File: src/logic/haar_window_pkg.sv
`default_nettype none

package haar_window_pkg;

   // detection window in pixels.
   localparam int win_w = 8;
   localparam int win_h = 8;

   // integral image has one extra row and column of zeros.
   localparam int ii_stride = win_w + 1;
   localparam int w_addr    = $clog2(ii_stride * (win_h + 1));

   typedef logic [w_addr-1:0] corner_addr_t;

   // x, y, w, h all fit in 4 bits for an 8x8 window.
   typedef logic [3:0] coord_t;

   typedef struct packed {
      coord_t x;
      coord_t y;
      coord_t w;
      coord_t h;
   } rect_t;

endpackage

`default_nettype wire

File: src/logic/haar_cascade_pkg.sv
`default_nettype none

package haar_cascade_pkg;

   localparam int feature_num = 12;
   localparam int rect_num    = 3;

   localparam int w_feat = 4;
   typedef logic [w_feat-1:0] feat_idx_t;

   localparam int w_weight = 3;
   typedef logic signed [w_weight-1:0] weight_t;

   // indexed [rectangle][feature], fields are x, y, w, h.
   localparam haar_window_pkg::rect_t rect_table [rect_num][feature_num] = '{
      '{'{4'd0, 4'd0, 4'd8, 4'd8}, '{4'd0, 4'd0, 4'd8, 4'd8}, '{4'd0, 4'd0, 4'd6, 4'd8},
        '{4'd1, 4'd1, 4'd6, 4'd6}, '{4'd0, 4'd2, 4'd8, 4'd4}, '{4'd0, 4'd0, 4'd8, 4'd8},
        '{4'd2, 4'd0, 4'd4, 4'd8}, '{4'd0, 4'd1, 4'd8, 4'd6}, '{4'd0, 4'd0, 4'd4, 4'd4},
        '{4'd4, 4'd4, 4'd4, 4'd4}, '{4'd1, 4'd0, 4'd6, 4'd4}, '{4'd0, 4'd4, 4'd8, 4'd4}},
      '{'{4'd0, 4'd0, 4'd4, 4'd8}, '{4'd0, 4'd0, 4'd8, 4'd4}, '{4'd2, 4'd0, 4'd2, 4'd8},
        '{4'd2, 4'd2, 4'd4, 4'd4}, '{4'd0, 4'd3, 4'd8, 4'd2}, '{4'd0, 4'd0, 4'd4, 4'd4},
        '{4'd3, 4'd0, 4'd2, 4'd8}, '{4'd0, 4'd3, 4'd8, 4'd2}, '{4'd2, 4'd0, 4'd2, 4'd4},
        '{4'd4, 4'd4, 4'd2, 4'd2}, '{4'd3, 4'd0, 4'd2, 4'd4}, '{4'd0, 4'd6, 4'd8, 4'd2}},
      // third rectangle only used by the checker features 5 and 9.
      '{'{4'd0, 4'd0, 4'd0, 4'd0}, '{4'd0, 4'd0, 4'd0, 4'd0}, '{4'd0, 4'd0, 4'd0, 4'd0},
        '{4'd0, 4'd0, 4'd0, 4'd0}, '{4'd0, 4'd0, 4'd0, 4'd0}, '{4'd4, 4'd4, 4'd4, 4'd4},
        '{4'd0, 4'd0, 4'd0, 4'd0}, '{4'd0, 4'd0, 4'd0, 4'd0}, '{4'd0, 4'd0, 4'd0, 4'd0},
        '{4'd6, 4'd6, 4'd2, 4'd2}, '{4'd0, 4'd0, 4'd0, 4'd0}, '{4'd0, 4'd0, 4'd0, 4'd0}}
   };

   localparam weight_t weight_table [rect_num][feature_num] = '{
      '{-3'sd1, -3'sd1, -3'sd1, -3'sd1, -3'sd1, -3'sd1,
        -3'sd1, -3'sd1, -3'sd1, -3'sd1, -3'sd1, -3'sd1},
      '{3'sd2, 3'sd2, 3'sd3, 3'sd2, 3'sd2, 3'sd2,
        3'sd2, 3'sd3, 3'sd2, 3'sd2, 3'sd3, 3'sd2},
      '{3'sd0, 3'sd0, 3'sd0, 3'sd0, 3'sd0, 3'sd2,
        3'sd0, 3'sd0, 3'sd0, 3'sd2, 3'sd0, 3'sd0}
   };

   // stages end at features 2, 6 and 11.
   localparam logic [feature_num-1:0] stage_last = 12'b1000_0100_0100;

endpackage

`default_nettype wire

File: src/logic/corner_stream_if.sv
`timescale 1ns/1ps
`default_nettype none

interface corner_stream_if;

   logic                          valid;
   logic                          ready;
   haar_window_pkg::corner_addr_t addr;
   logic                          eot;     // last corner of a feature.

   modport source (
      output valid,
      output addr,
      output eot,
      input  ready
   );

   modport sink (
      input  valid,
      input  addr,
      input  eot,
      output ready
   );

endinterface

`default_nettype wire

File: src/logic/rect_addr_gen.sv
`timescale 1ns/1ps
`default_nettype none

module rect_addr_gen #(
   parameter int RECT_NUM = 0
) (
   input wire logic        clk,
   input wire logic        rst,
   corner_stream_if.source corner
);

   localparam haar_window_pkg::corner_addr_t stride =
      haar_window_pkg::corner_addr_t'(haar_window_pkg::ii_stride);
   localparam haar_cascade_pkg::feat_idx_t last_feat =
      haar_cascade_pkg::feat_idx_t'(haar_cascade_pkg::feature_num - 1);

   haar_cascade_pkg::feat_idx_t   feat_cnt;
   logic [1:0]                    corner_cnt;
   haar_window_pkg::rect_t        rect;
   haar_window_pkg::coord_t       col;
   haar_window_pkg::coord_t       row;
   haar_window_pkg::corner_addr_t next_addr;
   logic                          load;

   assign rect = haar_cascade_pkg::rect_table[RECT_NUM][feat_cnt];

   // corner order is tl, tr, bl, br.
   assign col = corner_cnt[0] ? rect.x + rect.w : rect.x;
   assign row = corner_cnt[1] ? rect.y + rect.h : rect.y;

   assign next_addr = haar_window_pkg::corner_addr_t'(row) * stride
                    + haar_window_pkg::corner_addr_t'(col);

   // register empty or being drained.
   assign load = !corner.valid || corner.ready;

   always_ff @(posedge clk) begin
      if (rst) begin
         corner.valid <= 1'b0;
         corner_cnt   <= '0;
         feat_cnt     <= '0;
      end else if (load) begin
         corner.valid <= 1'b1;
         corner_cnt   <= corner_cnt + 2'd1;
         if (corner_cnt == 2'd3) begin
            if (feat_cnt == last_feat) begin
               feat_cnt <= '0;
            end else begin
               feat_cnt <= feat_cnt + 1'b1;
            end
         end
      end
   end

   always_ff @(posedge clk) begin
      if (load) begin
         corner.addr <= next_addr;
         corner.eot  <= (corner_cnt == 2'd3);   // bottom-right closes the feature.
      end
   end

endmodule

`default_nettype wire

File: src/logic/weight_rom.sv
`timescale 1ns/1ps
`default_nettype none

module weight_rom #(
   parameter int WEIGHT_NUM = 0
) (
   input wire logic                 clk,
   input wire logic                 rst,
   output logic                     valid,
   input wire logic                 ready,
   output haar_cascade_pkg::weight_t data
);

   localparam haar_cascade_pkg::feat_idx_t last_feat =
      haar_cascade_pkg::feat_idx_t'(haar_cascade_pkg::feature_num - 1);

   haar_cascade_pkg::feat_idx_t feat_cnt;
   logic                        load;

   assign load = !valid || ready;

   always_ff @(posedge clk) begin
      if (rst) begin
         valid    <= 1'b0;
         feat_cnt <= '0;
      end else if (load) begin
         valid <= 1'b1;
         if (feat_cnt == last_feat) begin
            feat_cnt <= '0;
         end else begin
            feat_cnt <= feat_cnt + 1'b1;
         end
      end
   end

   always_ff @(posedge clk) begin
      if (load) begin
         data <= haar_cascade_pkg::weight_table[WEIGHT_NUM][feat_cnt];
      end
   end

endmodule

`default_nettype wire

File: src/logic/rects_mem.sv
`timescale 1ns/1ps
`default_nettype none

module rects_mem (
   input wire logic                      clk,
   input wire logic                      rst,

   output logic                          addr_valid,
   input wire logic                      addr_ready,
   output haar_window_pkg::corner_addr_t addr0,
   output haar_window_pkg::corner_addr_t addr1,
   output haar_window_pkg::corner_addr_t addr2,
   output logic [1:0]                    addr_eot,

   output logic                          weight_valid,
   input wire logic                      weight_ready,
   output haar_cascade_pkg::weight_t     weight0,
   output haar_cascade_pkg::weight_t     weight1,
   output haar_cascade_pkg::weight_t     weight2
);

   localparam int n = haar_cascade_pkg::rect_num;
   localparam haar_cascade_pkg::feat_idx_t last_feat =
      haar_cascade_pkg::feat_idx_t'(haar_cascade_pkg::feature_num - 1);

   logic [n-1:0]                  rect_valid;
   logic [n-1:0]                  rect_eot;
   haar_window_pkg::corner_addr_t rect_addr [n];
   logic                          addr_xfer;
   logic                          feat_end;

   logic [n-1:0]                  wt_valid;
   haar_cascade_pkg::weight_t     wt_data [n];
   logic                          weight_xfer;

   haar_cascade_pkg::feat_idx_t   feat_idx;

   for (genvar i = 0; i < n; i++) begin : g_rect
      corner_stream_if corner_if ();

      rect_addr_gen #(
         .RECT_NUM (i)
      ) u_gen (
         .clk    (clk),
         .rst    (rst),
         .corner (corner_if.source)
      );

      assign rect_valid[i]   = corner_if.valid;
      assign rect_eot[i]     = corner_if.eot;
      assign rect_addr[i]    = corner_if.addr;
      assign corner_if.ready = addr_xfer;   // all three advance together.
   end

   for (genvar i = 0; i < n; i++) begin : g_weight
      weight_rom #(
         .WEIGHT_NUM (i)
      ) u_rom (
         .clk   (clk),
         .rst   (rst),
         .valid (wt_valid[i]),
         .ready (weight_xfer),
         .data  (wt_data[i])
      );
   end

   assign addr_valid = &rect_valid;
   assign addr_xfer  = addr_valid && addr_ready;
   assign addr0      = rect_addr[0];
   assign addr1      = rect_addr[1];
   assign addr2      = rect_addr[2];
   assign feat_end   = &rect_eot;
   assign addr_eot   = {feat_end && haar_cascade_pkg::stage_last[feat_idx], feat_end};

   assign weight_valid = &wt_valid;
   assign weight_xfer  = weight_valid && weight_ready;
   assign weight0      = wt_data[0];
   assign weight1      = wt_data[1];
   assign weight2      = wt_data[2];

   // feature of the beat currently on the address outputs.
   always_ff @(posedge clk) begin
      if (rst) begin
         feat_idx <= '0;
      end else if (addr_xfer && feat_end) begin
         if (feat_idx == last_feat) begin
            feat_idx <= '0;
         end else begin
            feat_idx <= feat_idx + 1'b1;
         end
      end
   end

endmodule

`default_nettype wire

File: src/logic/haar_fetch_top.sv
`timescale 1ns/1ps
`default_nettype none

module haar_fetch_top (
   input wire logic                          clk,
   input wire logic                          rst,

   output wire logic                         addr_valid,
   input wire logic                          addr_ready,
   output wire haar_window_pkg::corner_addr_t addr0,
   output wire haar_window_pkg::corner_addr_t addr1,
   output wire haar_window_pkg::corner_addr_t addr2,
   output wire logic [1:0]                   addr_eot,

   output wire logic                         weight_valid,
   input wire logic                          weight_ready,
   output wire haar_cascade_pkg::weight_t    weight0,
   output wire haar_cascade_pkg::weight_t    weight1,
   output wire haar_cascade_pkg::weight_t    weight2
);

   rects_mem u_rects_mem (
      .clk          (clk),
      .rst          (rst),
      .addr_valid   (addr_valid),
      .addr_ready   (addr_ready),
      .addr0        (addr0),
      .addr1        (addr1),
      .addr2        (addr2),
      .addr_eot     (addr_eot),
      .weight_valid (weight_valid),
      .weight_ready (weight_ready),
      .weight0      (weight0),
      .weight1      (weight1),
      .weight2      (weight2)
   );

endmodule

`default_nettype wire

File: config.mk
export PLATFORM = sky130hd
export DESIGN_NAME = haar_fetch_top
export DESIGN_NICKNAME = d
export VERILOG_FILES = /design/src/logic/haar_window_pkg.sv /design/src/logic/haar_cascade_pkg.sv /design/src/logic/corner_stream_if.sv /design/src/logic/rect_addr_gen.sv /design/src/logic/weight_rom.sv /design/src/logic/rects_mem.sv /design/src/logic/haar_fetch_top.sv
export SDC_FILE = /design/constraint.sdc
export NUM_CORES = 1
export LEC_CHECK = 0
export ABC_AREA = 1
export BUFFER_PORTS_ARGS = -buffer_cell sky130_fd_sc_hd__buf_2
export CORE_ASPECT_RATIO = 1.5
export CORE_MARGIN = 10
export CORE_UTILIZATION = 60
export DETAILED_ROUTE_END_ITERATION = 16
export PLACE_DENSITY_LB_ADDON = 0.05
export SYNTH_ARGS = -nofsm -noshare
export SYNTH_HDL_FRONTEND = slang
export SYNTH_SLANG_ARGS = --single-unit
File: constraint.sdc
create_clock -name clk -period 4.01 [get_ports clk]
set_clock_uncertainty 0.05 [all_clocks]
set_input_delay 0.401 -clock clk [delete_from_list [all_inputs] [get_ports clk]]
set_output_delay 0.401 -clock clk [all_outputs]
set_load 0.03 [all_outputs]
==> reports/results.ini <==
[floorplan]
io-pin-count=38
num_rows=35
fp.dieH_um=118
die_width_um=85.3
core_sq_mm=0.00617
dieArea_sq_mm=0.0101
start_util=0.622

[drt]
wl_um=7140
drt_iter0_markers=115
dr.pass1.iters=5
vias=2959
drt_drc_violations_left=0
wl_per_cell_um=12.8
routed_via_density=5.31
antenna_left=0

[timing]
slew_headroom=0.629
postLayoutSetupSlackWorst_ps=187
setup_viol=0
finalSetupTns_ps=0
period_share=0.953
slew_violations=0
worst_pin_slew_ps=551
fmax_mhz=262
hold_viol=0
finalWorstPathRequiredPeriod_ps=3820

[synthesis]
yosysWarnings=0
ys_async_sr_fraction=0
ys.flop_type=dfxtp_1
syn_area_per_cell_sq_um=8.63
syn_inst=445
ys_types=38
synth_edf_count=25
ys_seq_elements=62
syn-cell-area_sq_mm=0.00384
yosysSeqAreaShare=0.389

[global_routing]
grt_first_pass_wirelength_um=12600
grt_max_degree=17
grt_use_total=0.148
antenna_found_initial=0
grt-ovfl-total=0
grt_pass1_vias=2919

[cells_and_area]
num-nets-final=538
drive_gt1_frac=0.155
fin_cells=557
fin_util=0.688
area_growth_syn_to_layout_pct=10.7
final_area_sq_mm=0.00425
antenna_cells=0

[power_and_ir_drop]
clkPwrFrac=0.394
peakVddDrop_mv=0.202
powerDensity_mw_per_mm2=341
pwr-share-comb=0.117
leakagePower_nw=2.10
seqPwrFrac=0.489
p_int_mw=1.08
switching_share=0.257
p_sw_mw=0.373

[placed_design]
place_inst=541
postPlaceCellArea_sq_mm=0.00401
place_ws_ps=42.9
place_hpwl_um=5530
place_congestion=0.908
port_buffers=29

[cts]
cts_tree=yes
numCtsBuffers=9
clock_latency_ps=330
hold_buffers=0
cts.clk_slew.worst_paths_ps=70
cts_root_buffer=clkbuf_8
cts_max_level=3
clock_sinks=62
cts_buffer_depth=2

[critical_path]
path_cells=inv_1, ha_1, nand3_1, inv_2, a21oi_1, o21ai_0, ha_1, inv_1, fa_1, nor2_1, nor2_1, nand2_1, inv_1, ha_1, ha_1, ha_4, inv_1, nor3_2, a21oi_1, xor2_1
critPathSlowestCell=dfxtp_4
crit_fanout=8
setup.worst_path.end_class=flip-flop
required_ps=4040
worst_path_largest_cell_delay_ps=390
path_class=reg -> reg
arrival_ps=3850
start_kind=flip-flop

[run]
maxCapViolCount=0

[hold_path]
hold_path_class=in -> reg

[outcome]
status=finished clean

[worst paths after layout]
path	start	to	slack [ps]	cells past startpoint
worst min-delay path	rst	u_rects_mem.g_weight[1].u_rom.valid$_SDFFE_PP0P_	340	2
worst min register to register	u_rects_mem.feat_idx[2]$_SDFFE_PP0P_	u_rects_mem.feat_idx[2]$_SDFFE_PP0P_	440	2
worst max register to register	u_rects_mem.g_rect[1].u_gen.feat_cnt[0]$_SDFFE_PP0P_	u_rects_mem.g_rect[1].u_gen.corner.addr[6]$_DFFE_PP_	190	20
worst max-delay path	u_rects_mem.g_rect[1].u_gen.feat_cnt[0]$_SDFFE_PP0P_	u_rects_mem.g_rect[1].u_gen.corner.addr[6]$_DFFE_PP_	190	20
[cells by family after synthesis]
kind of cell,count (synthesis),synth area share
multiplexers,2,0.00587
XOR/XNOR,13,0.0297
AO/OA/AOI/OAI,73,0.102
adder cells (fa/ha/maj),56,0.192
AND/OR/NAND/NOR,159,0.191
buffers and inverters,78,0.0883
other,2,0.00196
flip-flops,62,0.389
[placed cells by master (no fill, tap or decap), types with 2 or more instances in the layout]
| cell | instances |
|---|---|
| edfxtp_1 | 25 |
| buf_2 | 29 |
| clkbuf_8 | 12 |
| nand2_4 | 5 |
| nand2_2 | 7 |
| nand4_1 | 3 |
| nor2_2 | 2 |
| nor3_1 | 8 |
| conb_1 | 8 |
| nand2_1 | 69 |
| a31oi_1 | 2 |
| o211ai_1 | 4 |
| dfxtp_1 | 36 |
| o21ai_0 | 26 |
| ha_1 | 50 |
| mux2_2 | 2 |
| inv_1 | 59 |
| o21ai_1 | 4 |
| inv_2 | 2 |
| a21oi_1 | 31 |
| nand3_1 | 17 |
| fa_1 | 5 |
| clkinv_2 | 4 |
| xor2_1 | 10 |
| nor2_1 | 41 |
| xnor2_1 | 3 |
[power groups by stage]
stage	combinational [mW]	sequential, mW	clock, mW
floorplan	0.103	0.753	0
CTS	0.170	0.710	0.590
global route	0.191	0.714	0.612
global placement	0.166	0.722	0
detailed placement	0.169	0.724	0
finish	0.170	0.709	0.571
[state kept, by name (all words and copies together), names as in the netlist, named ones only]
name	flops
u_rects_mem.g_rect.u_gen.corner_cnt	6
u_rects_mem.g_weight.u_rom.valid	3
u_rects_mem.g_weight.u_rom.data	2
u_rects_mem.g_rect.u_gen.corner.eot	3
u_rects_mem.g_weight.u_rom.feat_cnt	8
u_rects_mem.feat_idx	4
u_rects_mem.g_rect.u_gen.feat_cnt	12
u_rects_mem.g_rect.u_gen.corner.valid	3
u_rects_mem.g_rect.u_gen.corner.addr	20
[Yosys cell counts (4+ instances only)]
| master | instances | share of area |
|---|---|---|
| o211ai_1 | 4 | 0.0078 |
| nor2_1 | 41 | 0.040 |
| nand2_4 | 5 | 0.015 |
| buf_4 | 11 | 0.022 |
| nor3_1 | 9 | 0.012 |
| a21oi_1 | 32 | 0.042 |
| ha_1 | 51 | 0.17 |
| edfxtp_1 | 25 | 0.20 |
| nand2_2 | 7 | 0.011 |
| xor2_1 | 10 | 0.023 |
| fa_1 | 5 | 0.026 |
| inv_1 | 60 | 0.059 |
| dfxtp_1 | 37 | 0.19 |
| o21ai_0 | 27 | 0.035 |
| nand2_1 | 69 | 0.067 |
| nand3_1 | 17 | 0.022 |
[per-stage QoR]
step	hold WS [ps]	total power [mW]
after floorplan	400	0.856
after global routing	346	1.52
after global placement	415	0.888
after CTS	320	1.47
after detailed placement	425	0.893
final	340	1.45
[routing by layer]
metal  wire (um)  global-route usage
met5           0                   0
met4         163              0.0723
met3         298              0.0346
met2        3810               0.267
met1        2870               0.152
[worst max-delay path: cells and delay by family, from the launching register on]
kind / cells / cell delay [ps]
simple gates: 5 / 590
flops: 1 / 390
xor+xnor: 1 / 140
compound gates: 3 / 280
fa+ha+maj: 6 / 1750
buf+inv: 5 / 340
[layout make-up]
cell class / instances / area [sq um]
fill: 513 / 1930
clock buffer: 13 / 169
sequential: 62 / 1500
tap: 74 / 92.6
inverter: 65 / 248
clock inverter: 3 / 41.3
timing repair buffer: 29 / 145
multi-input combinational: 311 / 2060
[repair_timing]
action / in CTS / in global routing
resized for setup: 0 / 8
endpoints found under the hold margin: 0 / 0
setup endpoints to repair: 0 / 3
setup buffers: 0 / 0
No activity file was read; power rests on OpenSTA's default activity.
